==> config.mk <==
export PLATFORM = sky130hd
export DESIGN_NAME = dl_loader_flat
export DESIGN_NICKNAME = d
export VERILOG_FILES = /design/src/verilog/zx_bus_pkg.sv /design/src/verilog/zx_mem_map_pkg.sv /design/src/verilog/mem_port_if.sv /design/src/verilog/dl_loader.sv /design/src/flat_wrapper.sv
export SDC_FILE = /design/constraint.sdc
export NUM_CORES = 1
export LEC_CHECK = 0
export BUFFER_PORTS_ARGS = -buffer_cell sky130_fd_sc_hd__buf_2
export CAP_MARGIN = 20
export CORE_MARGIN = 8
export CORE_UTILIZATION = 31
export DETAILED_ROUTE_END_ITERATION = 16
export PLACE_DENSITY = 0.66
export SLEW_MARGIN = 40
export SYNTH_ARGS = -nofsm -noshare
export SYNTH_HDL_FRONTEND = slang
export SYNTH_SLANG_ARGS = --single-unit
==> constraint.sdc <==
create_clock -name clk_sys -period 3.25 [get_ports clk_sys]
set_clock_uncertainty 0.2 [all_clocks]
set_input_delay 0.1625 -clock clk_sys [delete_from_list [all_inputs] [get_ports clk_sys]]
set_output_delay 0.1625 -clock clk_sys [all_outputs]
set_load 0.02 [all_outputs]
==> src/verilog/zx_bus_pkg.sv <==
// Bus types shared by the memory requesters: byte address, 7FFD page register, port index
package zx_bus_pkg;

	// Byte address into the shared memory, bit 0 picks the lane
	typedef logic [18:0] mem_addr_t;

	// 7FFD paging register, written as a byte and read back as fields
	typedef union packed {
		logic [7:0] raw;
		struct packed {
			logic [1:0] spare;
			logic       lock;     // Freezes paging until reset
			logic       rom_sel;
			logic       screen;   // Shadow screen, used by video only
			logic [2:0] ram_bank; // Bank seen at C000
		} f;
	} page_reg_u;

	// Requester index, also the arbiter slot
	typedef enum logic [1:0] {
		PORT_CPU = 2'd0,
		PORT_GS  = 2'd1,
		PORT_DL  = 2'd2
	} port_id_t;

endpackage
==> src/verilog/zx_mem_map_pkg.sv <==
// Shared memory map of the Spectrum memory system: region bases, bank geometry, read latency
package zx_mem_map_pkg;

	// ============================================================
	// Region bases, byte addresses
	// ============================================================
	localparam zx_bus_pkg::mem_addr_t RAM_BASE = 19'h00000; // Eight 16K RAM banks
	localparam zx_bus_pkg::mem_addr_t ROM_BASE = 19'h20000; // ROM pages, download target
	localparam zx_bus_pkg::mem_addr_t GS_BASE  = 19'h40000; // General Sound window, 256K max

	// ============================================================
	// Bank geometry
	// ============================================================
	localparam int BANK_W = 14;                              // Offset inside a 16K segment
	localparam zx_bus_pkg::mem_addr_t BANK_SIZE = 19'(1) << BANK_W;

	localparam int ROM_PAGES = 2;                            // 128K editor and 48K BASIC

	// Banks hard wired at 4000 and 8000
	localparam logic [2:0] FIXED_BANK_1 = 3'd5;
	localparam logic [2:0] FIXED_BANK_2 = 3'd2;

	// Memory read pipeline depth in clk_sys cycles
	localparam int READ_LATENCY = 2;

endpackage

==> src/verilog/mem_port_if.sv <==
// Link from one memory requester to the shared arbiter, valid/ready request and response pulse
`timescale 1ns/1ps

interface mem_port_if;

	// Request, driven by the requester
	logic                  req_valid;
	zx_bus_pkg::mem_addr_t req_addr;
	logic                  req_we;
	logic [7:0]            req_wdata;

	logic                  req_ready; // Grant from the arbiter

	// Read response, one pulse per accepted read, no back-pressure
	logic                  rsp_valid;
	logic [7:0]            rsp_data;

	modport requester (
		output req_valid, req_addr, req_we, req_wdata,
		input  req_ready, rsp_valid, rsp_data
	);

	modport arbiter (
		input  req_valid, req_addr, req_we, req_wdata,
		output req_ready, rsp_valid, rsp_data
	);

endinterface

==> src/verilog/dl_loader.sv <==
// Host download writer, one registered write stage into the ROM or RAM region
`timescale 1ns/1ps

module dl_loader (
	input  logic        clk_sys,
	input  logic        reset,

	input  logic        dl_valid,
	input  logic        dl_region,  // 0 ROM, 1 RAM
	input  logic [16:0] dl_addr,
	input  logic [7:0]  dl_data,
	output logic        dl_ready,

	mem_port_if.requester mem
);

	logic                  stage_v;
	zx_bus_pkg::mem_addr_t stage_addr;
	logic [7:0]            stage_data;

	// Stage frees up on the grant of its byte
	assign dl_ready = !stage_v || mem.req_ready;

	always_ff @(posedge clk_sys) begin
		if (reset)
			stage_v <= 1'b0;
		else if (dl_valid && dl_ready)
			stage_v <= 1'b1;
		else if (mem.req_ready)
			stage_v <= 1'b0;
	end

	always_ff @(posedge clk_sys) begin
		if (dl_valid && dl_ready) begin
			stage_addr <= (dl_region ? zx_mem_map_pkg::RAM_BASE : zx_mem_map_pkg::ROM_BASE)
				+ zx_bus_pkg::mem_addr_t'(dl_addr);
			stage_data <= dl_data;
		end
	end

	assign mem.req_valid = stage_v;
	assign mem.req_addr  = stage_addr;
	assign mem.req_we    = 1'b1; // Write only
	assign mem.req_wdata = stage_data;

	// Arbiter must never route read data to this write-only port
	a_no_rsp: assert property (@(posedge clk_sys) disable iff (reset) !mem.rsp_valid);

endmodule

==> src/flat_wrapper.sv <==
// flat-port wrapper written by rule: the top's interface ports become plain ports
module dl_loader_flat 
  (clk_sys, reset, dl_valid, dl_region, dl_addr, dl_data, dl_ready, mem_req_valid, mem_req_addr, mem_req_we, mem_req_wdata, mem_req_ready, mem_rsp_valid, mem_rsp_data);
  mem_port_if mem_i ();
  input  logic clk_sys;
  input  logic reset;
  input  logic dl_valid;
  input  logic dl_region;
  input  logic [16:0] dl_addr;
  input  logic [7:0] dl_data;
  output logic dl_ready;
  output wire logic [$bits(mem_i.req_valid)-1:0] mem_req_valid;
  output wire logic [$bits(mem_i.req_addr)-1:0] mem_req_addr;
  output wire logic [$bits(mem_i.req_we)-1:0] mem_req_we;
  output wire logic [$bits(mem_i.req_wdata)-1:0] mem_req_wdata;
  input wire logic [$bits(mem_i.req_ready)-1:0] mem_req_ready;
  input wire logic [$bits(mem_i.rsp_valid)-1:0] mem_rsp_valid;
  input wire logic [$bits(mem_i.rsp_data)-1:0] mem_rsp_data;
  assign mem_req_valid = mem_i.req_valid;
  assign mem_req_addr = mem_i.req_addr;
  assign mem_req_we = mem_i.req_we;
  assign mem_req_wdata = mem_i.req_wdata;
  assign mem_i.req_ready = mem_req_ready;
  assign mem_i.rsp_valid = mem_rsp_valid;
  assign mem_i.rsp_data = mem_rsp_data;
  dl_loader u_core (.clk_sys(clk_sys), .reset(reset), .dl_valid(dl_valid), .dl_region(dl_region), .dl_addr(dl_addr), .dl_data(dl_data), .dl_ready(dl_ready), .mem(mem_i));
endmodule
==> reports/qor.csv <==
stage;metric;value;unit
finish;final core occ;54.52;%
route;routed vias/inst;4.162;
run;maxcap violations;0;
worst_setup_path;Max FO, Critical Path;3;
yosys;Net Count, Synth;75;
clock_network;H-tree depth;1;
route;Routed Antenna Nets;0;
die;Core Box Area;0.002710;mm^2
sta;final hold violation count;0;
global_route;gr usage total;9.738;%
yosys;syn_area_per_cell;23.95;um^2
finish;Final Instance Area;0.001478;mm^2
yosys;FFs w/ async S/R, synth;0;%
route;WL per Instance;14.56;um
sta;crit share post-route;42.60;%
route;# DRC;0;
worst_setup_path;FF-to-FF Start;u_core.mem.req_valid$_SDFFE_PP0P_;
sta;crit path time final;1.385;ns
die;Die X;68.74;um
clock_network;clk_lat worst skew;0.31;ns
placement;post-DP HPWL;1542;um
die;IO Count;69;
finish;nets@finish;163;
global_route;gr ovfl total;0;
worst_setup_path;CP Capture Type;flip-flop;
min_path;min-delay worst type;input port to flip-flop;
worst_setup_path;FF-to-FF setup slack;1.87;ns
power_and_ir_drop;power per cell area;440.9;mW/mm^2
worst_setup_path;crit path launch;u_core.mem.req_valid$_SDFFE_PP0P_;
clock_network;CTS tree;yes;
clock_network;CTS Buf Count;3;
finish;layout cells sized above 1;51.22;%
finish;# fillers;241;
clock_network;clk slew on worst S/H paths;0.13;ns
sta;Final Slew Violations;0;
placement;Routability Congestion;0.6801;
worst_setup_path;CP Capture Point;u_core.mem.req_valid$_SDFFE_PP0P_;
yosys;Yosys cell types;8;
power_and_ir_drop;Pwr Total;0.6515;mW
die;Die ar.;0.004725;mm^2
clock_network;post-CTS setup buffer count;0;
yosys;share of the synthesized area in the top cell type;90.57;%
global_route;initial antenna violation count;0;
yosys;Yosys reg bits;27;
placement;PortBufs;57;
global_route;pin count of the biggest net entering global routing;27;
worst_setup_path;WP data arrival;1.45;ns
sta;Final setup viols;0;
global_route;first-pass GRT wire length;3401;um
sta;worst hold slack;0.1909;ns
sta;RSZ-0062 raised after global routing;false;
placement;Area after DPL;0.001171;mm^2
route;Iter 0 DRT Violations;11;
yosys;Synth area leaders;edfxtp_1, dfxtp_1, buf_4;
placement;placed instance count;122;
yosys;prevailing post-synth register cell;edfxtp_1;
sta;Setup WS post-layout;1.865;ns
yosys;Synth warnings;0;
die;Cell Rows;19;
clock_network;clk buf depth;2;
clock_network;Root Driver;clkbuf_4;
clock_network;cts hold-fix bufs;28;
global_route;vias in the first global route;751;
sta;Max Fclk;722.2;MHz
finish;Area growth syn-to-layout;71.41;%
worst_setup_path;CP Launch Type;flip-flop;
worst_setup_path;r2r endpoint;u_core.mem.req_valid$_SDFFE_PP0P_;
yosys;post-synthesis cell count;36;
route;Routed WL;2243;um
worst_setup_path;Register-to-Register Path Depth;3;
finish;Antenna Cells;0;
route;DR vias;641;
worst_setup_path;WP data required;3.31;ns
route;DRT Pass-1 Iters;2;
clock_network;post-CTS sizing;0;
yosys;EDFF count, synth;26;
yosys;Post-synth top cells;edfxtp_1, buf_4, conb_1, inv_1;
die;die height;68.74;um
yosys;dominant cell type by area after synthesis;edfxtp_1;
power_and_ir_drop;maximum VDD drop;0.2790;mV
power_and_ir_drop;Lkg Pwr;0.6476;nW
sta;total negative slack;0;ns
clock_network;clk sink count;27;
yosys;dominant cell by count in the synthesized netlist;edfxtp_1;
finish;Post-Layout Cell Count;154;
yosys;sequential fraction of the synthesis area;92.89;%
worst_setup_path;Setup CP Type;flip-flop to flip-flop;
die;initial core utilization;31.81;%
yosys;Cell Area, Synth;862.1;um^2
run_status;status;complete, no violations;
placement;pre-CTS WS;1.919;ns
[cells in the final DEF (no fill, tap or decap)]
cell type	synthesis	layout
dlygate4sd3_1	0	28
edfxtp_1	26	26
buf_2	0	57
clkbuf_4	0	3
conb_1	2	2
and2_4	1	1
clkbuf_1	0	1
nand2b_4	1	1
inv_1	2	2
dfxtp_1	1	1
a21oi_2	1	1
[sequential cells by signal (all words and copies together), names as in the netlist]
| signal | flops |
|---|---|
| u_core.mem.req_valid | 1 |
| u_core.mem.req_wdata | 8 |
| u_core.mem.req_addr | 18 |
[critical path: stages, from the launching register on]
cell	delay, ns
dfxtp_1	0.41
nand2b_4	0.08
a21oi_2	0.12
dlygate4sd3_1	0.54
[worst min path at each step]
stage                     startpoint                           endpoint  slack (ns)  depth (start not counted)
final                       dl_valid  u_core.mem.req_wdata[7]$_DFFE_PP_        0.19                          2
after global routing        dl_valid  u_core.mem.req_addr[12]$_DFFE_PP_        0.18                          2
after CTS                   dl_valid  u_core.mem.req_addr[14]$_DFFE_PP_        0.18                          2
after detailed placement       reset  u_core.mem.req_valid$_SDFFE_PP0P_        0.12                          2
after global placement         reset  u_core.mem.req_valid$_SDFFE_PP0P_        0.12                          2
after floorplan                reset  u_core.mem.req_valid$_SDFFE_PP0P_        0.02                          1
[cell type report]
cell class	count	area, um^2	share of cell area (%)
Inverter	2	7.507	0.5080
Tap cell	31	38.79	2.625
Multi-Input combinational cell	5	38.79	2.625
Clock buffer	4	26.28	1.778
Sequential cell	27	800.8	54.19
Timing Repair Buffer	85	565.5	38.27
[cell families (layout without fill, tap and decap cells)]
family                 Yosys count  in the layout  synth area share [%]
buffers and inverters            4             91                 2.612
AO/OA/AOI/OAI                    1              1                 1.016
flip-flops                      27             27                 92.89
AND/OR/NAND/NOR                  2              2                 2.612
other                            2              2                0.8712
[per-layer routing]
layer  track usage, %  vias to the layer above  share of wire, %
met5                0                        -                 0
met4            3.008                        0                 0
met3            6.785                        0                16
met2            16.38                       39                49
met1            9.397                      301                35
li1                 -                      301                 -
[where the power goes]
group | internal [mW] | total, mW | switching, mW
registers | 0.405 | 0.410 | 0.00512
clock network | 0.0479 | 0.138 | 0.0897
logic | 0.0497 | 0.104 | 0.0541
total | 0.503 | 0.652 | 0.149
Note: power is estimated with default switching activity, not from simulation.
