$ cat config.mk
export PLATFORM = sky130hd
export DESIGN_NAME = gs_mem_port_flat
export DESIGN_NICKNAME = d
export VERILOG_FILES = /design/src/verilog/zx_bus_pkg.sv /design/src/verilog/zx_mem_map_pkg.sv /design/src/verilog/mem_port_if.sv /design/src/verilog/gs_mem_port.sv /design/src/flat_wrapper.sv
export SDC_FILE = /design/constraint.sdc
export NUM_CORES = 1
export LEC_CHECK = 0
export ABC_AREA = 1
export BUFFER_PORTS_ARGS = -buffer_cell sky130_fd_sc_hd__buf_2
export CAP_MARGIN = 20
export CORE_ASPECT_RATIO = 0.6
export CORE_MARGIN = 1.5
export CORE_UTILIZATION = 44
export CTS_CLUSTER_DIAMETER = 150
export DETAILED_ROUTE_END_ITERATION = 10
export HOLD_SLACK_MARGIN = 0.12
export PLACE_DENSITY = 0.76
export SLEW_MARGIN = 15
export SYNTH_ARGS = -nofsm -noshare
export SYNTH_HDL_FRONTEND = slang
export SYNTH_SLANG_ARGS = --single-unit
$ cat constraint.sdc
create_clock -name clk_sys -period 1.9 [get_ports clk_sys]
set_input_delay 0.38 -clock clk_sys [delete_from_list [all_inputs] [get_ports clk_sys]]
set_output_delay 0.38 -clock clk_sys [all_outputs]
set_load 0.05 [all_outputs]
$ cat src/verilog/zx_bus_pkg.sv
// Bus types shared by the memory requesters: byte address, 7FFD page register, port index
package zx_bus_pkg;

	// Byte address into the shared memory, bit 0 picks the lane
	typedef logic [18:0] mem_addr_t;

	// 7FFD paging register, written as a byte and read back as fields
	typedef union packed {
		logic [7:0] raw;
		struct packed {
			logic [1:0] spare;
			logic       lock;     // Freezes paging until reset
			logic       rom_sel;
			logic       screen;   // Shadow screen, used by video only
			logic [2:0] ram_bank; // Bank seen at C000
		} f;
	} page_reg_u;

	// Requester index, also the arbiter slot
	typedef enum logic [1:0] {
		PORT_CPU = 2'd0,
		PORT_GS  = 2'd1,
		PORT_DL  = 2'd2
	} port_id_t;

endpackage
$ cat src/verilog/zx_mem_map_pkg.sv
// Shared memory map of the Spectrum memory system: region bases, bank geometry, read latency
package zx_mem_map_pkg;

	// ============================================================
	// Region bases, byte addresses
	// ============================================================
	localparam zx_bus_pkg::mem_addr_t RAM_BASE = 19'h00000; // Eight 16K RAM banks
	localparam zx_bus_pkg::mem_addr_t ROM_BASE = 19'h20000; // ROM pages, download target
	localparam zx_bus_pkg::mem_addr_t GS_BASE  = 19'h40000; // General Sound window, 256K max

	// ============================================================
	// Bank geometry
	// ============================================================
	localparam int BANK_W = 14;                              // Offset inside a 16K segment
	localparam zx_bus_pkg::mem_addr_t BANK_SIZE = 19'(1) << BANK_W;

	localparam int ROM_PAGES = 2;                            // 128K editor and 48K BASIC

	// Banks hard wired at 4000 and 8000
	localparam logic [2:0] FIXED_BANK_1 = 3'd5;
	localparam logic [2:0] FIXED_BANK_2 = 3'd2;

	// Memory read pipeline depth in clk_sys cycles
	localparam int READ_LATENCY = 2;

endpackage

$ cat src/verilog/mem_port_if.sv
// Link from one memory requester to the shared arbiter, valid/ready request and response pulse
`timescale 1ns/1ps

interface mem_port_if;

	// Request, driven by the requester
	logic                  req_valid;
	zx_bus_pkg::mem_addr_t req_addr;
	logic                  req_we;
	logic [7:0]            req_wdata;

	logic                  req_ready; // Grant from the arbiter

	// Read response, one pulse per accepted read, no back-pressure
	logic                  rsp_valid;
	logic [7:0]            rsp_data;

	modport requester (
		output req_valid, req_addr, req_we, req_wdata,
		input  req_ready, rsp_valid, rsp_data
	);

	modport arbiter (
		input  req_valid, req_addr, req_we, req_wdata,
		output req_ready, rsp_valid, rsp_data
	);

endinterface

$ cat src/verilog/gs_mem_port.sv
// General Sound memory port: size mask, FF above fitted memory, reuse of the last read byte
`timescale 1ns/1ps

module gs_mem_port #(
	parameter int GS_SIZE_W = 16
) (
	input  logic        clk_sys,
	input  logic        reset,

	input  logic        gs_valid,
	input  logic        gs_we,
	input  logic [17:0] gs_addr,
	input  logic [7:0]  gs_wdata,
	output logic        gs_ready,
	output logic        gs_rvalid,
	output logic [7:0]  gs_rdata,

	mem_port_if.requester mem
);

	logic        in_range, is_hit, local_op, accept, pend;
	logic        hold_valid;
	logic [17:0] hold_addr;
	logic [7:0]  hold_data;
	logic        local_rvalid;
	logic [7:0]  local_rdata;

	assign in_range = (gs_addr >> GS_SIZE_W) == '0;
	assign is_hit   = hold_valid && (gs_addr == hold_addr);
	assign local_op = !in_range || (!gs_we && is_hit);  // Answered without memory

	// One pass-through read at a time keeps responses in order
	assign gs_ready = !pend && (local_op || mem.req_ready);
	assign accept   = gs_valid && gs_ready;

	assign mem.req_valid = gs_valid && !pend && !local_op;
	assign mem.req_addr  = zx_mem_map_pkg::GS_BASE + zx_bus_pkg::mem_addr_t'(gs_addr);
	assign mem.req_we    = gs_we;
	assign mem.req_wdata = gs_wdata;

	always_ff @(posedge clk_sys) begin
		if (reset) begin
			pend         <= 1'b0;
			hold_valid   <= 1'b0;
			local_rvalid <= 1'b0;
		end else begin
			local_rvalid <= accept && !gs_we && local_op;
			if (accept && !gs_we && !local_op) begin
				pend       <= 1'b1;
				hold_valid <= 1'b0; // Copy refills from the response
			end else if (mem.rsp_valid) begin
				pend       <= 1'b0;
				hold_valid <= 1'b1;
			end
		end
	end

	always_ff @(posedge clk_sys) begin
		if (accept && !gs_we && !local_op)
			hold_addr <= gs_addr;
		if (accept && !gs_we)
			local_rdata <= in_range ? hold_data : 8'hFF;
		if (mem.rsp_valid)
			hold_data <= mem.rsp_data;
		else if (accept && gs_we && is_hit)
			hold_data <= gs_wdata; // Write through keeps the copy current
	end

	assign gs_rvalid = local_rvalid || mem.rsp_valid;
	assign gs_rdata  = mem.rsp_valid ? mem.rsp_data : local_rdata;

	// Reuse needs a filled copy and answers with it a cycle later
	a_hit_valid: assert property (@(posedge clk_sys) disable iff (reset)
		(accept && !gs_we && is_hit) |-> hold_valid ##1 (gs_rvalid && gs_rdata == $past(hold_data)));

endmodule

$ cat src/flat_wrapper.sv
// flat-port wrapper written by rule: the top's interface ports become plain ports
module gs_mem_port_flat 
#(
	parameter int GS_SIZE_W = 16
)
  (clk_sys, reset, gs_valid, gs_we, gs_addr, gs_wdata, gs_ready, gs_rvalid, gs_rdata, mem_req_valid, mem_req_addr, mem_req_we, mem_req_wdata, mem_req_ready, mem_rsp_valid, mem_rsp_data);
  mem_port_if mem_i ();
  input  logic clk_sys;
  input  logic reset;
  input  logic gs_valid;
  input  logic gs_we;
  input  logic [17:0] gs_addr;
  input  logic [7:0] gs_wdata;
  output logic gs_ready;
  output logic gs_rvalid;
  output logic [7:0] gs_rdata;
  output wire logic [$bits(mem_i.req_valid)-1:0] mem_req_valid;
  output wire logic [$bits(mem_i.req_addr)-1:0] mem_req_addr;
  output wire logic [$bits(mem_i.req_we)-1:0] mem_req_we;
  output wire logic [$bits(mem_i.req_wdata)-1:0] mem_req_wdata;
  input wire logic [$bits(mem_i.req_ready)-1:0] mem_req_ready;
  input wire logic [$bits(mem_i.rsp_valid)-1:0] mem_rsp_valid;
  input wire logic [$bits(mem_i.rsp_data)-1:0] mem_rsp_data;
  assign mem_req_valid = mem_i.req_valid;
  assign mem_req_addr = mem_i.req_addr;
  assign mem_req_we = mem_i.req_we;
  assign mem_req_wdata = mem_i.req_wdata;
  assign mem_i.req_ready = mem_req_ready;
  assign mem_i.rsp_valid = mem_rsp_valid;
  assign mem_i.rsp_data = mem_rsp_data;
  gs_mem_port #(.GS_SIZE_W(GS_SIZE_W)) u_core (.clk_sys(clk_sys), .reset(reset), .gs_valid(gs_valid), .gs_we(gs_we), .gs_addr(gs_addr), .gs_wdata(gs_wdata), .gs_ready(gs_ready), .gs_rvalid(gs_rvalid), .gs_rdata(gs_rdata), .mem(mem_i));
endmodule
==> results of run 1 <==
power by group:
group	internal, W	switching [W]	total, W
Clock	0.000428	0.000271	0.000699
Sequential	0.000928	0.00000959	0.000937
Combinational	0.000125	0.000292	0.000417
registers in the layout, indices dropped and copies added, names as in the netlist:
| register | cells |
|---|---|
| u_core.local_rdata | 8 |
| u_core.hold_data | 8 |
| u_core.hold_valid | 1 |
| u_core.local_rvalid | 1 |
| u_core.hold_addr | 18 |
| u_core.pend | 1 |
timing repair:
item	CTS	global route
endpoints found under the setup margin	2	18
pin swaps	4	13
gates resized for setup	7	13
setup buffers	2	2
final cells by class:
type / instances / share of cell area [%]
timing repair buffer: 96 / 22.0
inverter: 39 / 5.64
tap: 60 / 2.89
clock buffer: 7 / 3.33
clock inverter: 1 / 1.16
multi-input combinational: 130 / 23.3
sequential: 37 / 41.6
final timing paths:
| path | startpoint | endpoint | cells after the start |
|---|---|---|---|
| min | reset | u_core.pend$_SDFFE_PP0P_ | 2 |
| min reg2reg | u_core.hold_data[6]$_DFFE_PP_ | u_core.local_rdata[6]$_SDFFCE_PP1P_ | 1 |
| max | u_core.hold_addr[12]$_DFFE_PP_ | gs_ready | 12 |
| max reg2reg | u_core.hold_addr[12]$_DFFE_PP_ | u_core.hold_data[6]$_DFFE_PP_ | 13 |
cells in the final DEF (no fill, tap or decap):
cell	instances
sky130_fd_sc_hd__a21oi_1	3
sky130_fd_sc_hd__buf_12	1
sky130_fd_sc_hd__buf_2	75
sky130_fd_sc_hd__buf_4	14
sky130_fd_sc_hd__buf_6	5
sky130_fd_sc_hd__buf_8	1
sky130_fd_sc_hd__bufinv_16	1
sky130_fd_sc_hd__clkbuf_1	1
sky130_fd_sc_hd__clkbuf_8	6
sky130_fd_sc_hd__clkinv_1	1
sky130_fd_sc_hd__conb_1	1
sky130_fd_sc_hd__dfxtp_1	3
sky130_fd_sc_hd__edfxtp_1	34
sky130_fd_sc_hd__inv_1	33
sky130_fd_sc_hd__inv_2	5
sky130_fd_sc_hd__nand2_1	80
sky130_fd_sc_hd__nand2_2	4
sky130_fd_sc_hd__nand3_1	1
sky130_fd_sc_hd__nand3_2	3
sky130_fd_sc_hd__nand4_1	2
sky130_fd_sc_hd__nor2_1	14
sky130_fd_sc_hd__nor2_2	5
sky130_fd_sc_hd__nor2_4	2
sky130_fd_sc_hd__nor3_4	1
sky130_fd_sc_hd__o21ai_1	1
sky130_fd_sc_hd__or2_0	2
sky130_fd_sc_hd__or2_2	9
sky130_fd_sc_hd__xnor2_1	2
Yosys cell counts:
cell type	number	area (µm²)
sky130_fd_sc_hd__nor2_2	5	31.3
sky130_fd_sc_hd__inv_1	36	135
sky130_fd_sc_hd__nor3_1	1	5.00
sky130_fd_sc_hd__buf_4	28	210
sky130_fd_sc_hd__buf_2	1	5.00
sky130_fd_sc_hd__nand3_1	2	10.0
sky130_fd_sc_hd__nand2_1	83	312
sky130_fd_sc_hd__xnor2_1	2	17.5
sky130_fd_sc_hd__clkbuf_1	1	3.75
sky130_fd_sc_hd__edfxtp_1	34	1020
sky130_fd_sc_hd__conb_1	1	3.75
sky130_fd_sc_hd__o21ai_1	1	5.00
sky130_fd_sc_hd__nand2_2	1	6.26
sky130_fd_sc_hd__inv_2	2	7.51
sky130_fd_sc_hd__nand3_2	2	20.0
sky130_fd_sc_hd__dfxtp_1	3	60.1
sky130_fd_sc_hd__or2_2	9	56.3
sky130_fd_sc_hd__or2_0	2	12.5
sky130_fd_sc_hd__clkinv_1	1	3.75
sky130_fd_sc_hd__nor2_1	16	60.1
sky130_fd_sc_hd__a21oi_1	3	15.0
sky130_fd_sc_hd__nand4_1	2	12.5
stage by stage:
stage                     hold slack (ns)  area [µm²]
after floorplan                     0.449        2020
after global placement              0.483        2390
after global routing                0.270        2600
after CTS                           0.272        2540
after detailed placement            0.488        2390
final                               0.281        2600
worst max-delay path, delay by kind of cell (launching register included):
kind                   cells  cell delay [ns]
and+or+nand+nor           10             0.88
DFF                        1             0.39
buffers and inverters      2             0.20
logic make-up after synthesis:
logic type,after synthesis
flops,37
compound gates,4
simple gates,123
buf+inv,69
other cells,1
xor+xnor,2
layer usage:
metal | vias up | GRT usage (%)
met2 | 49 | 25.0
met4 | 0 | 7.03
met3 | 8 | 4.82
met1 | 664 | 22.3
li1 | 835 | -
met5 | - | 0
==> impl_summary.txt, run 1 <==
----------------------------------------------------
[Worst setup path]
  Worst EP arrival ... 1.77 ns
  Most Frequent Cell on Critical Path ... sky130_fd_sc_hd__nor2_1
  Kind of capture point of the worst setup path ... output port
  Worst stage delay on the critical path ... 0.39 ns
  CP max FO ... 3
  Slowest stage cell on the critical path ... sky130_fd_sc_hd__edfxtp_1
  Cells along the critical path ... nor2_1 > nor2_1 > nor2_1 > nand2_1 > nor2_2 > nand3_2 > nor2_4 > nor2_4 > nand2_2 > nand2_2 > inv_2 > buf_8
  Data required time at the worst endpoint ... 1.52 ns
  Crit path launch type ... flop
  Type of the worst setup path ... flop to output port
  Worst reg-to-reg setup slack ... -0.13 ns

[Synthesis]
  Fraction of synthesized cell area in xor and xnor cells ... 0.870%
  Number of storage elements in the synthesis netlist ... 37
  Main combinational cell family by area after synthesis ... simple AND/OR/NAND/NOR gates
  Share of the yosys chip area belonging to registers ... 53.7%
  Count of unique library cells instantiated by Yosys ... 22
  Synth warnings ... 0
  Simple-gate share of the synthesized area ... 26.1%
  Net count of the mapped netlist ... 276
  Area fraction in compound gates after synthesis ... 0.994%
  Area share of fa/ha/maj cells after synthesis ... 0%
  Multiplexer share of the synthesized area ... 0%
  Post-synth design cell area ... 2010 µm²
  Post-Syn Instances ... 236
  Mean post-synth cell area ... 8.53 µm²

[Power]
  Total leakage power ... 1.32 nW
  Highest ir drop seen on vdd ... 720 µV
  Overall power consumption ... 0.00205 W
  Cell area power density ... 791 nW/µm²

[Floorplan]
  I/O Pins ... 79
  Effective utilization at floorplan ... 47.3%
  Die Span Y ... 55.4 µm
  Die W ... 90.3 µm
  Die Footprint ... 5000 µm²
  Row Count ... 18
  Area of the core region ... 4260 µm²

[Cells and area]
  Final design utilization ... 61.0%
  Sequential standard cell area ... 1080 µm²
  Filler Cells Inserted ... 362
  Share of final-layout standard cells stronger than drive strength 1 ... 42.6%
  Area of combinational cells with multiple inputs ... 606 µm²
  P&R area growth vs syn ... 29.0%
  Finished Layout Cells ... 370
  Net total in the final layout ... 349
  Antenna diodes ... 0

[Placed design]
  Half-perimeter wire length after detailed placement ... 2960 µm
  Routability Congestion ... 0.841
  Buffers added on ports ... 77
  Post-place setup slack ... -0.146 ns
  # placed instances ... 358

[Timing]
  Slack of the critical path ... -0.250 ns
  Total of endpoints with negative setup slack in the final report ... 15
  Achievable clock frequency ... 0.465 GHz
  Skew final ... 0.0102 ns
  Ratio of final minimum period to clock period ... 113%
  Setup TNS Final ... -1.57 ns
  Final critical delay including setup and external delays ... 2.15 ns
  Hold Violations, Final ... 0
  Unrepaired setup endpoints after global routing ... yes
  Max-slew violation total from the final report ... 0

[Drt]
  Top sig layer ... met4
  DRC marker count from the first detailed-route iteration ... 69
  Avg Vias per Cell ... 4.21
  Total routed wire length on the met1 layer ... 1920 µm
  Total routed wirelength ... 3910 µm
  Number of antenna-violating nets in the routed design ... 0
  DRC ... 0
  Detailed-route via count ... 1556
  Wire length on met3 ... 235 µm
  Routed wl met2 ... 1690 µm
  Routed wirelength normalized by instance count ... 10.6 µm
  Router iterations before antenna repair ... 4

[Hold path]
  Worst min-delay path category ... input pin to flop

[Status]
  Failing checks ... negative setup slack
  Outcome ... finished, violations left

[Clocking]
  Post-CTS clock slew at the launch and capture registers of the worst setup and hold paths ... 0.08 ns
  Cts hold-fix bufs ... 0
  Clock buffer count from CTS ... 5
  Number of buffers on the longest clock path ... 2
  H-tree lvl count ... 2
  Clock latency at the later pin of the worst-skew pair ... 0.29 ns
  Count of clock tree sinks ... 37
  Buffer cell driving the clock tree root ... sky130_fd_sc_hd__clkbuf_8
  TritonCTS clock tree ... yes

[GRT]
  Overflow left after global routing ... 0
  First-pass GRT wire length ... 6310 µm
  Total routing resource utilization after global routing ... 16.6%
  Number of antenna violations at the first check in global routing ... 0
  Maximum number of pins on one net before global-route repair ... 19
  Number of global-route vias before repair ... 1429

[Flow run]
  Reported max-cap violation count ... 0

----------------------------------------------------
No activity file was read; power rests on OpenSTA's default activity.
==> run 2, diff against run 1 <==
REMOVE_ABC_BUFFERS = 1   (was not set)
==> impl_summary.txt, run 2 (synthesis results as in run 1) <==
----------------------------------------------------
[Worst setup path]
  Worst stage delay on the critical path ... 0.41 ns (+0.02 ns)
  Slowest stage cell on the critical path ... sky130_fd_sc_hd__edfxtp_1
  Type of the worst setup path ... flop to output port
  Data required time at the worst endpoint ... 1.52 ns (about the same)
  Crit path launch type ... flop
  Kind of capture point of the worst setup path ... output port
  Worst R2R Start ... u_core.hold_addr[4]$_DFFE_PP_
  CP max FO ... 3 (unchanged)
  Worst-case reg-to-reg path depth ... 13 (unchanged)
  Critical R2R Capture ... u_core.hold_addr[5]$_DFFE_PP_
  Worst reg-to-reg setup slack ... 0.02 ns (+0.15 ns)
  Most Frequent Cell on Critical Path ... sky130_fd_sc_hd__nor2_2
  Worst EP arrival ... 1.75 ns (-0.02 ns)
  Cells along the critical path ... nand2_1 > inv_1 > nor2_1 > nor2_1 > nand2_1 > nor2_2 > nand3_2 > nor2_2 > nor2_2 > inv_1 > nor3_2 > buf_6

[GRT]
  Number of global-route vias before repair ... 1430 (+0.070%)
  Maximum number of pins on one net before global-route repair ... 19 (unchanged)
  Number of antenna violations at the first check in global routing ... 0 (unchanged)
  Overflow left after global routing ... 0 (unchanged)
  Total routing resource utilization after global routing ... 16.2% (-0.33 points)
  First-pass GRT wire length ... 6250 µm (-0.98%)

[Timing]
  Skew final ... 0.00522 ns (-0.00493 ns)
  Hold Violations, Final ... 0 (unchanged)
  Final critical delay including setup and external delays ... 2.13 ns (-0.0171 ns)
  Ratio of final minimum period to clock period ... 112% (-0.90 points)
  Achievable clock frequency ... 0.469 GHz (+0.80%)
  Setup TNS Final ... -0.416 ns (+1.16 ns)
  Max-slew violation total from the final report ... 0 (unchanged)
  Slack of the critical path ... -0.233 ns (+0.0171 ns)
  Unrepaired setup endpoints after global routing ... yes
  Total of endpoints with negative setup slack in the final report ... 2 (-13)

[Cells and area]
  Antenna diodes ... 0 (unchanged)
  Share of final-layout standard cells stronger than drive strength 1 ... 42.2% (-0.37 points)
  Register containing the most flip-flops in the final layout ... u_core.hold_addr
  P&R area growth vs syn ... 27.0%
  Largest registers ... u_core.hold_addr (18), u_core.hold_data (8), u_core.local_rdata (8)
  Finished Layout Cells ... 368 (-0.54%)
  Max reg flops ... 18 (unchanged)
  Most used cells in the layout excluding fill and tap cells ... 81 x sky130_fd_sc_hd__nand2_1, 75 x sky130_fd_sc_hd__buf_2, 34 x sky130_fd_sc_hd__edfxtp_1
  Area of all placed cells without fillers ... 2560 µm² (-1.5%)
  Leading cell type in the layout, fill and taps excluded ... sky130_fd_sc_hd__nand2_1
  Net total in the final layout ... 347 (-0.57%)

[Placed design]
  # placed instances ... 357 (-0.28%)
  Area after detailed placement ... 2400 µm² (+0.26%)
  Buffers added on ports ... 77 (unchanged)
  Half-perimeter wire length after detailed placement ... 3010 µm (+2.0%)
  Routability Congestion ... 0.749 (-11%)

[Floorplan]
  Die Span Y ... 55.4 µm (unchanged)
  Area of the core region ... 4260 µm² (unchanged)
  I/O Pins ... 79 (unchanged)
  Die Footprint ... 5000 µm² (unchanged)
  Effective utilization at floorplan ... 47.3% (unchanged)
  Die W ... 90.3 µm (unchanged)
  Row Count ... 18 (unchanged)

[Clocking]
  Clock buffer count from CTS ... 5 (unchanged)
  Cts hold-fix bufs ... 0 (unchanged)
  Clock latency at the later pin of the worst-skew pair ... 0.28 ns (about the same)
  Buffer cell driving the clock tree root ... sky130_fd_sc_hd__clkbuf_8
  Count of clock tree sinks ... 37 (unchanged)
  Post-CTS clock slew at the launch and capture registers of the worst setup and hold paths ... 0.07 ns (about the same)
  H-tree lvl count ... 2 (unchanged)
  Number of buffers on the longest clock path ... 2 (unchanged)
  TritonCTS clock tree ... yes

[Power]
  Sequential group share of total power ... 50.0% (+4.4 points)
  Total leakage power ... 1.30 nW (-1.6%)
  Highest ir drop seen on vdd ... 379 µV (-47%)
  Share of power burned in combinational logic ... 22.4% (+2.1 points)
  Internal Pwr Total ... 0.00131 W (-11%)
  Net Sw Frac ... 30.1% (+2.2 points)
  Clock network fraction of design power ... 27.6% (-6.4 points)
  Total net switching power ... 0.000563 W (-1.7%)
  Cell area power density ... 733 nW/µm² (-7.4%)

[Drt]
  DRC ... 0 (unchanged)
  Routed wirelength normalized by instance count ... 10.8 µm (+1.8%)
  Total routed wirelength ... 3960 µm (+1.3%)
  Router iterations before antenna repair ... 4 (unchanged)
  DRC marker count from the first detailed-route iteration ... 49 (-29%)
  Detailed-route via count ... 1552 (-0.26%)
  Avg Vias per Cell ... 4.22 (+0.29%)
  Number of antenna-violating nets in the routed design ... 0 (unchanged)

[Status]
  Outcome ... finished, violations left
  Failing checks ... negative setup slack

[Flow run]
  Reported max-cap violation count ... 0 (unchanged)

[Hold path]
  Hold path endpoint ... u_core.pend$_SDFFE_PP0P_
  Startpoint of the tightest hold check path ... reset
  Worst Hold Path Cells ... 2 (unchanged)
  Worst min-delay path category ... input pin to flop

----------------------------------------------------
## run 2: changes by cell type in the layout (fill, tap and decap cells not counted), sizes merged
cell / before / now
clkinv: 1 / 2
buf: 96 / 94
bufinv: 1 / 0
## run 2: through the flow
stage          power (W)  util [%]  hold slack (ns)  setup WS [ns]
6_report         0.00187      60.1            0.284         -0.233
5_1_grt          0.00195      60.1            0.278         -0.371
4_1_cts          0.00189      59.2            0.278         -0.252
3_5_place_dp     0.00136      56.3            0.488         -0.170
3_3_place_gp     0.00136      56.3            0.484         -0.149
2_1_floorplan    0.00110         -            0.449         -0.527
## run 2: power groups by stage
stage               clock [W]  combinational, W  sequential [W]
floorplan                   0          0.000150        0.000952
global placement            0          0.000402        0.000953
detailed placement          0          0.000408        0.000955
CTS                  0.000531          0.000417        0.000937
global route         0.000559          0.000452        0.000940
finish               0.000516          0.000420        0.000937
## run 2: worst max-delay path by stage
stage | startpoint | end | slack [ns] | cells after the start
5_1_grt | u_core.hold_addr[12]$_DFFE_PP_ | gs_ready | -0.37 | 12
2_1_floorplan | gs_addr[15] | mem_req_valid | -0.53 | 8
3_3_place_gp | gs_addr[12] | mem_req_valid | -0.15 | 13
3_5_place_dp | gs_addr[15] | mem_req_valid | -0.17 | 10
4_1_cts | u_core.hold_addr[12]$_DFFE_PP_ | gs_ready | -0.25 | 12
6_report | u_core.hold_addr[4]$_DFFE_PP_ | mem_req_valid | -0.23 | 12
## run 2: metal layers
layer	part of all wire (%)	GRT usage [%]	up-vias	wire (µm)
met5	0	0	-	0
met4	0.96	4.99	0	38
met3	5.6	5.37	7	220
met2	44	25.5	43	1760
met1	49	21.3	672	1950
li1	-	-	830	-
## run 2: cell type report
type,instances,area (µm²)
clock inverter,1,3.75
sequential,37,1080
inverter,39,146
multi-input combinational,130,604
tap,60,75.1
timing repair buffer,94,571
clock buffer,7,76.3
fill,386,1700
## run 2: repair_timing
item                       4_1_cts  5_1_grt
resized for setup               10        9
buffers inserted                 2        1
cloned                           0        0
pin swaps                        5        8
setup endpoints to repair        2       18
## run 2: worst max-delay path, delay by kind of cell, from the launching register on
kind | cells | cell delay (ns)
AND/OR/NAND/NOR | 9 | 0.77
flip-flops | 1 | 0.41
buffers and inverters | 3 | 0.29
