File: config.mk
export PLATFORM = sky130hd
export DESIGN_NAME = cpu_pager_flat
export DESIGN_NICKNAME = d
export VERILOG_FILES = /design/src/verilog/zx_bus_pkg.sv /design/src/verilog/zx_mem_map_pkg.sv /design/src/verilog/mem_port_if.sv /design/src/verilog/cpu_pager.sv /design/src/flat_wrapper.sv
export SDC_FILE = /design/constraint.sdc
export NUM_CORES = 1
export LEC_CHECK = 0
export ABC_AREA = 1
export BUFFER_PORTS_ARGS = -buffer_cell sky130_fd_sc_hd__buf_2
export CAP_MARGIN = 20
export CORE_ASPECT_RATIO = 0.9
export CORE_MARGIN = 10
export CORE_UTILIZATION = 34
export CTS_BUF_LIST = sky130_fd_sc_hd__clkbuf_8
export DETAILED_ROUTE_END_ITERATION = 12
export GPL_TIMING_DRIVEN = 0
export PLACE_DENSITY = 0.92
export REMOVE_ABC_BUFFERS = 1
export SKIP_LAST_GASP = 1
export SLEW_MARGIN = 20
export SYNTH_ARGS = -nofsm -noshare
export SYNTH_HDL_FRONTEND = slang
export SYNTH_SLANG_ARGS = --single-unit
File: constraint.sdc
create_clock -name clk_sys -period 1.6 [get_ports clk_sys]
set_input_delay 0.24 -clock clk_sys [delete_from_list [all_inputs] [get_ports clk_sys]]
set_output_delay 0.24 -clock clk_sys [all_outputs]
set_load 0.01 [all_outputs]
File: src/verilog/zx_bus_pkg.sv
// Bus types shared by the memory requesters: byte address, 7FFD page register, port index
package zx_bus_pkg;

	// Byte address into the shared memory, bit 0 picks the lane
	typedef logic [18:0] mem_addr_t;

	// 7FFD paging register, written as a byte and read back as fields
	typedef union packed {
		logic [7:0] raw;
		struct packed {
			logic [1:0] spare;
			logic       lock;     // Freezes paging until reset
			logic       rom_sel;
			logic       screen;   // Shadow screen, used by video only
			logic [2:0] ram_bank; // Bank seen at C000
		} f;
	} page_reg_u;

	// Requester index, also the arbiter slot
	typedef enum logic [1:0] {
		PORT_CPU = 2'd0,
		PORT_GS  = 2'd1,
		PORT_DL  = 2'd2
	} port_id_t;

endpackage
File: src/verilog/zx_mem_map_pkg.sv
// Shared memory map of the Spectrum memory system: region bases, bank geometry, read latency
package zx_mem_map_pkg;

	// ============================================================
	// Region bases, byte addresses
	// ============================================================
	localparam zx_bus_pkg::mem_addr_t RAM_BASE = 19'h00000; // Eight 16K RAM banks
	localparam zx_bus_pkg::mem_addr_t ROM_BASE = 19'h20000; // ROM pages, download target
	localparam zx_bus_pkg::mem_addr_t GS_BASE  = 19'h40000; // General Sound window, 256K max

	// ============================================================
	// Bank geometry
	// ============================================================
	localparam int BANK_W = 14;                              // Offset inside a 16K segment
	localparam zx_bus_pkg::mem_addr_t BANK_SIZE = 19'(1) << BANK_W;

	localparam int ROM_PAGES = 2;                            // 128K editor and 48K BASIC

	// Banks hard wired at 4000 and 8000
	localparam logic [2:0] FIXED_BANK_1 = 3'd5;
	localparam logic [2:0] FIXED_BANK_2 = 3'd2;

	// Memory read pipeline depth in clk_sys cycles
	localparam int READ_LATENCY = 2;

endpackage

File: src/verilog/mem_port_if.sv
// Link from one memory requester to the shared arbiter, valid/ready request and response pulse
`timescale 1ns/1ps

interface mem_port_if;

	// Request, driven by the requester
	logic                  req_valid;
	zx_bus_pkg::mem_addr_t req_addr;
	logic                  req_we;
	logic [7:0]            req_wdata;

	logic                  req_ready; // Grant from the arbiter

	// Read response, one pulse per accepted read, no back-pressure
	logic                  rsp_valid;
	logic [7:0]            rsp_data;

	modport requester (
		output req_valid, req_addr, req_we, req_wdata,
		input  req_ready, rsp_valid, rsp_data
	);

	modport arbiter (
		input  req_valid, req_addr, req_we, req_wdata,
		output req_ready, rsp_valid, rsp_data
	);

endinterface

File: src/verilog/cpu_pager.sv
// Z80 memory pager: 7FFD paging register with lock, segment mapping and ROM write guard
`timescale 1ns/1ps

module cpu_pager (
	input  logic        clk_sys,
	input  logic        reset,

	input  logic        cpu_valid,
	input  logic        cpu_we,
	input  logic        cpu_io,
	input  logic [15:0] cpu_addr,
	input  logic [7:0]  cpu_wdata,
	output logic        cpu_ready,
	output logic        cpu_rvalid,
	output logic [7:0]  cpu_rdata,

	mem_port_if.requester mem
);

	localparam int OFS_W = zx_mem_map_pkg::BANK_W;
	localparam int ROM_SEL_W = $clog2(zx_mem_map_pkg::ROM_PAGES);

	zx_bus_pkg::page_reg_u page_reg;
	zx_bus_pkg::mem_addr_t seg_base;

	logic [ROM_SEL_W-1:0] rom_page;
	logic                 rom_seg;
	logic                 local_op;
	logic                 page_write;

	// ============================================================
	// Paging register
	// ============================================================
	// Port 7FFD decodes on A15 and A1 low
	assign page_write = cpu_valid && cpu_io && cpu_we && !cpu_addr[15] && !cpu_addr[1];

	always_ff @(posedge clk_sys) begin
		if (reset) begin
			page_reg.raw <= 8'h00; // Bank 0, ROM 0, unlocked
		end else if (page_write && !page_reg.f.lock) begin
			page_reg.raw <= cpu_wdata;
		end
	end

	assign rom_page = page_reg.f.rom_sel;

	// ============================================================
	// Segment mapping
	// ============================================================
	always_comb begin
		case (cpu_addr[15:14])
			2'd0: seg_base = zx_mem_map_pkg::ROM_BASE
				+ zx_bus_pkg::mem_addr_t'(rom_page) * zx_mem_map_pkg::BANK_SIZE;
			2'd1: seg_base = zx_mem_map_pkg::RAM_BASE
				+ zx_bus_pkg::mem_addr_t'(zx_mem_map_pkg::FIXED_BANK_1) * zx_mem_map_pkg::BANK_SIZE;
			2'd2: seg_base = zx_mem_map_pkg::RAM_BASE
				+ zx_bus_pkg::mem_addr_t'(zx_mem_map_pkg::FIXED_BANK_2) * zx_mem_map_pkg::BANK_SIZE;
			default: seg_base = zx_mem_map_pkg::RAM_BASE
				+ zx_bus_pkg::mem_addr_t'(page_reg.f.ram_bank) * zx_mem_map_pkg::BANK_SIZE;
		endcase
	end

	assign rom_seg = (cpu_addr[15:14] == 2'b00);

	// I/O cycles and ROM writes end here, other I/O devices live elsewhere
	assign local_op = cpu_io || (cpu_we && rom_seg);

	assign cpu_ready = local_op || mem.req_ready;

	assign mem.req_valid = cpu_valid && !local_op;
	assign mem.req_addr  = seg_base + zx_bus_pkg::mem_addr_t'(cpu_addr[OFS_W-1:0]);
	assign mem.req_we    = cpu_we;
	assign mem.req_wdata = cpu_wdata;

	assign cpu_rvalid = mem.rsp_valid; // Arbiter keeps read order
	assign cpu_rdata  = mem.rsp_data;

	// Locked paging stays frozen until reset
	a_lock_holds: assert property (@(posedge clk_sys) disable iff (reset)
		page_reg.f.lock |=> $stable(page_reg.raw));

endmodule

File: src/flat_wrapper.sv
// flat-port wrapper written by rule: the top's interface ports become plain ports
module cpu_pager_flat 
  (clk_sys, reset, cpu_valid, cpu_we, cpu_io, cpu_addr, cpu_wdata, cpu_ready, cpu_rvalid, cpu_rdata, mem_req_valid, mem_req_addr, mem_req_we, mem_req_wdata, mem_req_ready, mem_rsp_valid, mem_rsp_data);
  mem_port_if mem_i ();
  input  logic clk_sys;
  input  logic reset;
  input  logic cpu_valid;
  input  logic cpu_we;
  input  logic cpu_io;
  input  logic [15:0] cpu_addr;
  input  logic [7:0] cpu_wdata;
  output logic cpu_ready;
  output logic cpu_rvalid;
  output logic [7:0] cpu_rdata;
  output wire logic [$bits(mem_i.req_valid)-1:0] mem_req_valid;
  output wire logic [$bits(mem_i.req_addr)-1:0] mem_req_addr;
  output wire logic [$bits(mem_i.req_we)-1:0] mem_req_we;
  output wire logic [$bits(mem_i.req_wdata)-1:0] mem_req_wdata;
  input wire logic [$bits(mem_i.req_ready)-1:0] mem_req_ready;
  input wire logic [$bits(mem_i.rsp_valid)-1:0] mem_rsp_valid;
  input wire logic [$bits(mem_i.rsp_data)-1:0] mem_rsp_data;
  assign mem_req_valid = mem_i.req_valid;
  assign mem_req_addr = mem_i.req_addr;
  assign mem_req_we = mem_i.req_we;
  assign mem_req_wdata = mem_i.req_wdata;
  assign mem_i.req_ready = mem_req_ready;
  assign mem_i.rsp_valid = mem_rsp_valid;
  assign mem_i.rsp_data = mem_rsp_data;
  cpu_pager u_core (.clk_sys(clk_sys), .reset(reset), .cpu_valid(cpu_valid), .cpu_we(cpu_we), .cpu_io(cpu_io), .cpu_addr(cpu_addr), .cpu_wdata(cpu_wdata), .cpu_ready(cpu_ready), .cpu_rvalid(cpu_rvalid), .cpu_rdata(cpu_rdata), .mem(mem_i));
endmodule
==> results summary, run 1 <==
The post-synthesis cell area came out at 573 um2. Clock tree synthesis found a total of 5 sinks. The count of antenna-violating nets left after detailed routing came out at 0.

The number of top-level design ports came out at slightly below 80. Gates resized during post-CTS repair numbered 0. The number of antenna violations at the first check in global routing was 0. The internal power contribution came out at 0.000327 W. The global-route wire length before repair came out at 2420 um. In the final design database the tool counted between 100 and 150 nets. By area, the combinational part of the netlist is dominated by buffers and inverters.

For this design the total switching power over the nets is 0.000106 W. The fraction of the core area covered by cells at the end of the flow came out at 34.9%. Global routing consumed, over all layers together, 8.85% of the routing resources. After detailed routing, the number of remaining DRC violations is 0. The number of rows in the core area is 13. The fraction of synthesized area in multiplexers is 0%. The required arrival time at the worst endpoint came out at 1.36 ns. The layout-stage area growth over the synthesis result is -7.86%. The total power after layout came out at 0.000433 W.

The repair_antennas step left the layout with diodes totalling 0. The number of hold violations in the final report is 0. The die outline height came out at 58.9 um. The non-filler instance count after layout is 108. The initial core utilization came out at 37.9%.

Of the total synthesized cell area, the portion taken by AND, OR, NAND and NOR gates is between 20% and 30%. Counting both buffers and inverters, the worst setup path holds a total of 4. The worst-case clock skew came out at 0.0000649 ns.

The average routed wire per standard cell is 16.1 um. In this run, post-CTS hold repair placed 0 buffers. The time the worst path needs with I/O delays and setup is between 1 and 1.5 ns. The tightest min-delay check is of the in2reg type. The pin count of the biggest net entering global routing is 7. The max-slew violation total from the final report came to 0. The synthesized netlist devotes 0% of its cell area to adder and majority cells. Traced cell by cell, the critical path runs through buf_2 -> inv_2 -> nand2_2 -> inv_2 -> a21oi_1 -> and2_1 -> buf_2. The relative contribution of the clock network to total power is 51.6%. The distinct cell type count after synthesis is 13.

The flip-flop count of the largest register after layout is 5. The routed layout has 460 vias. The highest net fanout along the worst path is 4. TritonCTS built the clock tree.

The maximum count of clock buffers along a single path is 2. The count of max-cap constraint violations came out at 0. The xor and xnor area share after synthesis came out at 0%. Of the cells placed in the final design, the portion with a size suffix greater than 1 is a little over two fifths. The total instance count after detailed placement is 104. The later pin in the worst-skew pair is clocked with a latency of 0.22 ns. The net switching fraction of the power is 24.5%. The type of the setup path with the least slack is in2out. The total overflow left after global routing is 0. Dividing the final minimum period by the clock period gives 74.2%. The clock transition at the registers of the reported paths is 0.03 ns. The Yosys step of the flow raised 0 warnings.

The tightest hold path in the finished design has a slack of 0.193 ns. The flow ran to the end, and the final reports show no timing, DRC or antenna violations. Data arrives at the worst endpoint at 0.95 ns. After synthesis the netlist holds a flip-flop and latch count of 5. Setup violations remaining at the end of the flow were counted as 0. The number of global-route vias before repair is 484. The floorplan die width is 63.3 um. The routed wire length is 1740 um. The peak clock frequency supported by timing is 842 MHz. The clock root buffer is sky130_fd_sc_hd__clkbuf_8. Once the clock tree was built, the setup fixing pass inserted 0 buffers. The fraction of the mapped netlist area in compound gates is 5.24%. In this run the number of H-tree levels came out at 1.

The power per standard cell area is 820 nW/um2. Summed over all nets, the half-perimeter wirelength after detailed placement is 1490 um. The total of buffers placed on input and output ports came out at 26. The largest individual stage delay along the critical path comes from the cell sky130_fd_sc_hd__a21oi_1. The detailed router finished its first iteration with 19 violations.

The startpoint kind of the worst setup timing path is an input pin. The category of cells accounting for the largest share of critical-path delay is buffers and inverters. The post-synthesis area per instance is between 6 and 7 um2. Setup repair after global routing left no endpoint under its margin.

The total CTS buffers is 3. The placer's final routability congestion estimate came out at around 0.65. After technology mapping, the gate count stands at 89.

Counting the fill cells in the layout gives approximately 170. The worst voltage drop across the vdd grid came out at 0.337 mV. Before antenna repair, the detailed router went through 4 iterations. The floorplan die area came out at 3730 um2. In the final timing run, aggregate negative setup slack is 0 ns. The mean number of vias per cell came out at 4.26. The endpoint kind of the worst setup timing path is a primary output. Combinational logic is responsible for 18.7% of the overall power. The analysis attributes to cell leakage a power of 0.315 nW. The largest single stage delay on the critical path is around 0.15 ns. The sequential cell area fraction in the yosys report came out at 17.5%. Sequential cells burn between 20 and 30% of the power. The placeable core region came out at between 1500 and 2000 um2.
-- logic make-up after synthesis --
family | after synthesis
flip-flops | 5
AO/OA/AOI/OAI | 6
AND/OR/NAND/NOR | 25
buffers and inverters | 52
other | 1
-- final timing paths --
path / from / slack [ns] / cells after the start / endpoint
worst min register to register: u_core.page_reg[5]$_SDFFE_PP0P_ / 0.45 / 2 / u_core.page_reg[5]$_SDFFE_PP0P_
worst max-delay path: cpu_addr[15] / 0.41 / 7 / mem_req_valid
worst max register to register: u_core.page_reg[5]$_SDFFE_PP0P_ / 0.70 / 5 / u_core.page_reg[2]$_SDFFE_PP0P_
worst min-delay path: reset / 0.19 / 2 / u_core.page_reg[5]$_SDFFE_PP0P_
-- cells in the final DEF, fill, tap and decap left out, types with 2 or more instances in the layout --
cell and count:
sky130_fd_sc_hd__nand2_1 10, sky130_fd_sc_hd__buf_2 26, sky130_fd_sc_hd__inv_1 18, sky130_fd_sc_hd__clkbuf_8 3
sky130_fd_sc_hd__nand3_1 5, sky130_fd_sc_hd__nand2_2 3, sky130_fd_sc_hd__a21oi_1 6, sky130_fd_sc_hd__inv_2 2
sky130_fd_sc_hd__dfxtp_1 5, sky130_fd_sc_hd__nor2_1 4
-- routing by layer --
metal / up-vias / routed length, um / GRT usage, %
met1: 188 / 880 / 12.1
met4: 0 / 4 / 3.74
met5: - / 0 / 0
met2: 51 / 465 / 6.80
met3: 2 / 388 / 10.0
li1: 219 / - / -
-- metrics by stage --
| stage | setup slack, ns | area [um2] |
|---|---|---|
| 6_report | 0.412 | 528 |
| 5_1_grt | 0.338 | 528 |
| 4_1_cts | 0.401 | 528 |
| 3_5_place_dp | 0.407 | 483 |
| 3_3_place_gp | 0.453 | 483 |
| 2_1_floorplan | 0.672 | 325 |
-- synth_stat cells, drive strengths merged --
library cell	count	area (um2)
inv	19	71.3
nor2	6	32.5
nand3	5	25.0
nand2	13	56.3
dfxtp	5	100
buf	33	248
conb	1	3.75
a21oi	6	30.0
and2	1	6.26
-- layout make-up --
| type | instances | area, um2 | share of cell area, % |
|---|---|---|---|
| Clock buffer | 3 | 41.3 | 7.82 |
| Clock inverter | 1 | 3.75 | 0.711 |
| Inverter | 19 | 71.3 | 13.5 |
| Multi-Input combinational cell | 32 | 154 | 29.1 |
| Sequential cell | 5 | 100 | 19.0 |
| Tap cell | 22 | 27.5 | 5.21 |
| Timing Repair Buffer | 26 | 130 | 24.6 |
-- power by group through the flow --
stage	logic, W	registers [W]	clock network, W
3_5_place_dp	0.0000821	0.000131	0
4_1_cts	0.0000827	0.000129	0.000228
6_report	0.0000808	0.000129	0.000223
2_1_floorplan	0.0000339	0.000130	0
5_1_grt	0.0000914	0.000129	0.000235
3_3_place_gp	0.0000805	0.000131	0
Power figures use the tool's default switching activity.
==> inputs of run 2 (changes only) <==
Settings changed: CORE_UTILIZATION 34 to 31, PLACE_DENSITY 0.92 to 0.86.
Clock period 1.6 ns to 1.2 ns, I/O delays scaled along.
==> results summary, run 2 (synthesis results as in run 1) <==
The number of top-level design ports came out at 78. The time the worst path needs with I/O delays and setup came out at 1.05 ns. TritonCTS built the clock tree. In this run the number of H-tree levels came out at 1. The accumulated negative setup slack came out at 0 ns. The overflow left after global routing came out at 0. The number of DRC markers in iteration 0 is 2. The initialized floorplan defines 14 standard-cell rows. The signal on the critical path passes through buf_2 -> inv_2 -> nand2_2 -> inv_2 -> a21oi_1 -> and2_1 -> buf_2. The floorplan step defined a die boundary enclosing a little under 4000 um2. The antenna diode count is 0. The portion of the clock cycle consumed by the worst path in the final layout is 87.9%.

Timing would allow up to around 950 MHz. The count of max-cap constraint violations came out at 0. The number of hold violations in the final report is 0. The placeable core region is 1720 um2. The sink count of the clock tree came out at 5. The kind of path behind the tightest hold check is in2reg.

For this block, the routed nets add up to roughly 1800 um of wire. The share of final-layout standard cells stronger than drive strength 1 is a little over two fifths. The floorplan die width came out at 65.3 um. The startpoint identified for the worst hold timing path is reset. The critical register-to-register path endpoint is u_core.page_reg[4]$_SDFFE_PP0P_. The number of clock buffers added by TritonCTS is 3. The max-slew violation total from the final report is 0. The clock transition at the registers of the reported paths is roughly 0.04 ns.

The number of search-and-repair iterations in the first detailed-routing pass is 2. The startpoint identified for the worst register-to-register timing path is u_core.page_reg[5]$_SDFFE_PP0P_. The cell area after placement came out at 485 um2. The total of buffers placed on input and output ports is 26. The register with the most flip-flops in the layout has 5 of them. The global-route usage over all layers is 8.63%. The signal arrival time at the worst endpoint came out at approximately 0.87 ns.

The number of global-route vias before repair is 514. The critical path is of the in2out type. The maximum cell stage delay along the critical path came out at around 0.15 ns. The static leakage is about 0.31 nW.

The die outline height came out at between 60 and 70 um. The initial core utilization came out at 33.4%. Leaving out fill and tap cells, the most frequent cell in the layout is sky130_fd_sc_hd__buf_2. In the final routed layout, each cell accounts on average for about 16 um. The largest individual stage delay along the critical path comes from the cell sky130_fd_sc_hd__a21oi_1. The final-report setup violation count came out at 0. The highest net fanout along the worst path came out at 4.

Across the VDD grid, the largest voltage drop is 0.539 mV. The flow ran to the end, and the final reports show no timing, DRC or antenna violations. The number of cells on the worst reg-to-reg path is 5. The worst setup path is captured at a primary output.

The clock reaches the later pin of the worst-skew pair after 0.22 ns. Summing over every cut layer, the via total after detailed routing is between 400 and 500. The power per standard cell area came out at approximately 1100 nW/um2.

The library cells used most frequently in the layout, excluding fill and tap cells, are sky130_fd_sc_hd__buf_2 (26), sky130_fd_sc_hd__inv_1 (18), sky130_fd_sc_hd__nand2_1 (10), sky130_fd_sc_hd__a21oi_1 (6). In this run the register-to-register setup slack is 0.29 ns. The pin count of the biggest net entering global routing came out at 7. The remaining design rule violation count came out at 0. The count of cells along the worst hold path is 2. The count of antenna-violating nets left after detailed routing is 0. The number of hold buffers added after CTS came out at 0. The count of buffers added by post-CTS timing repair for setup came out at 0. The half-perimeter wire length of the detailed placement result is 1480 um. The number of antenna violations at the first check in global routing came out at 0.

For the worst setup path, the data required time is 1.02 ns. The clock passes through at most 2 buffers. The post-CTS resize count came out at 0. For the final database, setup skew stands at roughly 0.0011 ns. At the end of routability-driven placement, the weighted congestion stood at 0.763. In the routed layout, each cell is associated on average with a via count of 4.16. The count of nets after finishing came out at about 130.

The path with the worst hold slack has its endpoint at u_core.page_reg[5]$_SDFFE_PP0P_. The final design instance area without fill is 531 um2. The worst setup path is launched from an input pin. The root buffer cell chosen for the clock tree is sky130_fd_sc_hd__clkbuf_8. Setup repair after global routing left no endpoint under its margin. The global-route wire length before repair came out at 2490 um.

The layout-stage area growth over the synthesis result is -7.42%.
[run 2: report_power, final]
group / leakage, nW / internal (W) / switching, W
Sequential: 0.0404 / 0.000171 / 0.00000120
Combinational: 0.247 / 0.0000458 / 0.0000630
Clock: 0.0269 / 0.000219 / 0.0000833
Total: 0.315 / 0.000436 / 0.000148
[run 2: layout make-up]
type,count,area [um2]
Tap cell,24,30.0
Multi-Input combinational cell,32,154
Clock inverter,1,3.75
Fill cell,208,1190
Clock buffer,3,41.3
Inverter,19,71.3
Timing Repair Buffer,26,130
Sequential cell,5,100
[run 2: worst max path at each step]
stage / startpoint / end / slack (ns)
finish: cpu_addr[15] / mem_req_valid / 0.15
global route: u_core.page_reg[4]$_SDFFE_PP0P_ / mem_req_addr[14] / 0.09
detailed placement: cpu_addr[15] / mem_req_valid / 0.15
CTS: u_core.page_reg[4]$_SDFFE_PP0P_ / mem_req_addr[14] / 0.15
floorplan: u_core.page_reg[5]$_SDFFE_PP0P_ / u_core.page_reg[0]$_SDFFE_PP0P_ / 0.39
global placement: cpu_addr[15] / mem_req_valid / 0.18
[run 2: per-stage QoR]
stage / setup WS [ns] / utilization [%] / hold WS, ns / std cells / power (W)
after floorplan: 0.390 / - / 0.249 / 56 / 0.000219
after global placement: 0.177 / 28.3 / 0.352 / 106 / 0.000281
after detailed placement: 0.153 / 28.3 / 0.359 / 106 / 0.000284
after CTS: 0.152 / 30.9 / 0.124 / 110 / 0.000598
after global routing: 0.0921 / 30.9 / 0.121 / 110 / 0.000624
final: 0.146 / 30.9 / 0.129 / 110 / 0.000583
[run 2: per-layer routing]
layer,GRT usage [%],vias to the layer above,share of wire [%]
met2,6.54,54,24
met3,12.9,0,28
met5,2.50,-,0
met4,1.83,0,0
met1,10.6,185,47
li1,-,219,-
[run 2: critical path, delay by kind of cell]
kind | cells | cell delay [ns]
buffers and inverters | 4 | 0.35
AND/OR/NAND/NOR | 2 | 0.19
AO/OA/AOI/OAI | 1 | 0.15
==> inputs of run 3 (changes only) <==
Settings changed: CTS_BUF_LIST sky130_fd_sc_hd__clkbuf_8 to sky130_fd_sc_hd__clkbuf_2 sky130_fd_sc_hd__clkbuf_4 sky130_fd_sc_hd__clkbuf_8.
==> results summary, run 3 (synthesis results as in run 1) <==
The number of global-route vias before repair came out at 512. The peak clock frequency supported by timing is 934 MHz. For met1 alone, demand over resource in global routing was 10.5%. The mean number of vias per cell is 4.19. TritonCTS created 3 clock buffers. The remaining design rule violation count came out at 0. The count of nets after finishing is ~130.

The number of cells on the worst reg-to-reg path is 5. The maximum cell stage delay along the critical path is 0.33 ns. The worst setup path is launched from a flip-flop. The source of the critical timing path is u_core.page_reg[4]$_SDFFE_PP0P_. The signal on the critical path passes through a21oi_1 -> a21oi_1 -> buf_2. The flip-flop count of the largest register after layout came out at 5. For this run the aggregate overflow at the end of global routing stands at 0. The core region is 1720 um2. The met3 track demand over resource is between 10% and 20%. The pin count of the biggest net entering global routing came out at 7.

The count of buffers added by post-CTS timing repair for setup is 0. The cell that appears most often on the critical path is sky130_fd_sc_hd__a21oi_1. The worst setup slack after layout is about 0.13 ns. The clock reaches the later pin of the worst-skew pair after 0.25 ns. The static leakage came out at 0.306 nW.

The type of the setup path with the least slack is reg2out. The total instance count after detailed placement is around 110. The die outline height came out at 60.8 um. The number of antenna violations at the first check in global routing is 0. The clock passes through at most 2 buffers. The layer flagged by global routing as most heavily used is met3.

Pin placement for this block handled 78 I/O pins. The count of buffers added on input and output ports is 26. The floorplan die width came out at 65.3 um.

The library cell used most frequently in the layout, excluding fill and tap cells, is sky130_fd_sc_hd__buf_2. Across all register-to-register paths, the minimum setup slack is 0.29 ns. STA classifies the critical path endpoint as a primary output. Summing all placed instances gives a cell area of around 490 um2. The number of hold buffers added after CTS is 0. The slowest stage of the critical path is the sky130_fd_sc_hd__dfxtp_1 cell. The critical register-to-register path endpoint is u_core.page_reg[2]$_SDFFE_PP0P_.

The layout-stage area growth over the synthesis result is -10.0%. The count of cells along the worst hold path came out at 2. For this design the ratio of total power to cell area is 980 nW/um2.

Leaving out fill and tap cells, the most frequent cells in the layout are sky130_fd_sc_hd__buf_2 (26), sky130_fd_sc_hd__inv_1 (17), sky130_fd_sc_hd__nand2_1 (10), sky130_fd_sc_hd__a21oi_1 (6). The number of hold violations in the final report is 0. The average routed wire per standard cell is 16.4 um.

In this run the clock root is driven by a sky130_fd_sc_hd__clkbuf_4. The worst-case clock skew is 0.00145 ns. Across the run, the number of max-cap violations was 0. In this run the critical register-to-register path is launched from u_core.page_reg[5]$_SDFFE_PP0P_.

At the worst endpoint, the arrival time is about 0.89 ns. Subtracting the final worst setup slack from the clock period gives 1.07 ns. The fraction of the core area covered by cells at the end of the flow is 30.0%.

In this run the number of H-tree levels came out at 1. Setup repair after global routing left no endpoint under its margin. STA puts the critical path data required time at 1.02 ns. The final design instance area without fill came out at 515 um2.

The highest net fanout along the worst path came out at 2. The area of the multi-input gates is 154 um2. The global-route wire length before repair came out at between 2000 and 3000 um. The worst-case IR drop observed on VDD is 0.700 mV.

TritonCTS built the clock tree. The max-slew violation total from the final report is 0. The accumulated negative setup slack is 0 ns. The clock transition at the registers of the reported paths came out at 0.05 ns. The floorplan die area is 3970 um2.

In the global route stage, overall resource usage came out at 8.90%. Summing over every cut layer, the via total after detailed routing is ~460. The met2 demand-to-capacity share in global routing came out at 7.09%. The initial utilization of the core area, before any placement, comes to 33.4%. Row generation in the floorplan step produced 14 rows. The number of filler instances in the final layout is 207. The placer's final routability congestion estimate is ~0.76. The post-CTS resize count is 0.

The share of final-layout standard cells stronger than drive strength 1 came out at 43.0%. The tightest min-delay check is of the in2reg type. Setup violations remaining at the end of the flow were counted as 0. 0 antenna diodes ended up in the layout.

The startpoint identified for the worst hold timing path is reset. The sequential cell area came out at around 100 um2. The flow ran to the end, and the final reports show no timing, DRC or antenna violations. The routed wire length is 1800 um.

For hold timing, the worst endpoint is u_core.page_reg[5]$_SDFFE_PP0P_. Of the available clock period, the critical path in the final layout requires between 80% and 90%. The detail route stage leaves a number of antenna-violating nets equal to 0. Before antenna repair, the detailed router went through 2 iterations. The first routing iteration left 6 violations. The worst setup slack after placement is 0.153 ns. The half-perimeter wire length of the detailed placement result came out at about 1500 um. The sink count of the clock tree is 5. The non-filler instance count after layout came out at 110.
-- run 3: cell count changes in the layout (fill, tap and decap cells not counted), sizes merged --
cell    delta
clkbuf     +1
inv        -1
-- run 3: worst max-delay path: cells and delay by family (launching register included) --
| kind | cells | cell delay, ns |
|---|---|---|
| buffers and inverters | 1 | 0.14 |
| AO/OA/AOI/OAI | 2 | 0.17 |
| flip-flops | 1 | 0.33 |
-- run 3: power by group --
part           internal, W  total, W  switching, W
combinational    0.0000458  0.000109     0.0000633
clock             0.000149  0.000225     0.0000759
sequential        0.000170  0.000171    0.00000118
-- run 3: worst max-delay path by stage --
stage,to,slack (ns)
4_1_cts,mem_req_addr[14],0.12
6_report,mem_req_addr[14],0.13
3_3_place_gp,mem_req_valid,0.18
3_5_place_dp,mem_req_valid,0.15
2_1_floorplan,u_core.page_reg[0]$_SDFFE_PP0P_,0.39
5_1_grt,mem_req_addr[14],0.05
-- run 3: final cells by class --
cell class | count | share of cell area, %
multi-input combinational | 32 | 29.9
clock buffer | 4 | 5.83
tap | 24 | 5.83
timing repair buffer | 26 | 25.2
inverter | 19 | 13.8
sequential | 5 | 19.4
-- run 3: layer usage --
layer	share of wire (%)	wire length, um	vias to the layer above
met2	26	461	55
met4	0.22	4	0
met3	28	511	2
met5	0	0	-
li1	-	-	219
met1	46	825	185
-- run 3: metrics by stage --
step                      power [W]  hold slack, ns
final                      0.000505          0.0992
after global routing       0.000546          0.0809
after CTS                  0.000519          0.0903
after detailed placement   0.000284           0.359
after global placement     0.000281           0.352
after floorplan            0.000219           0.249
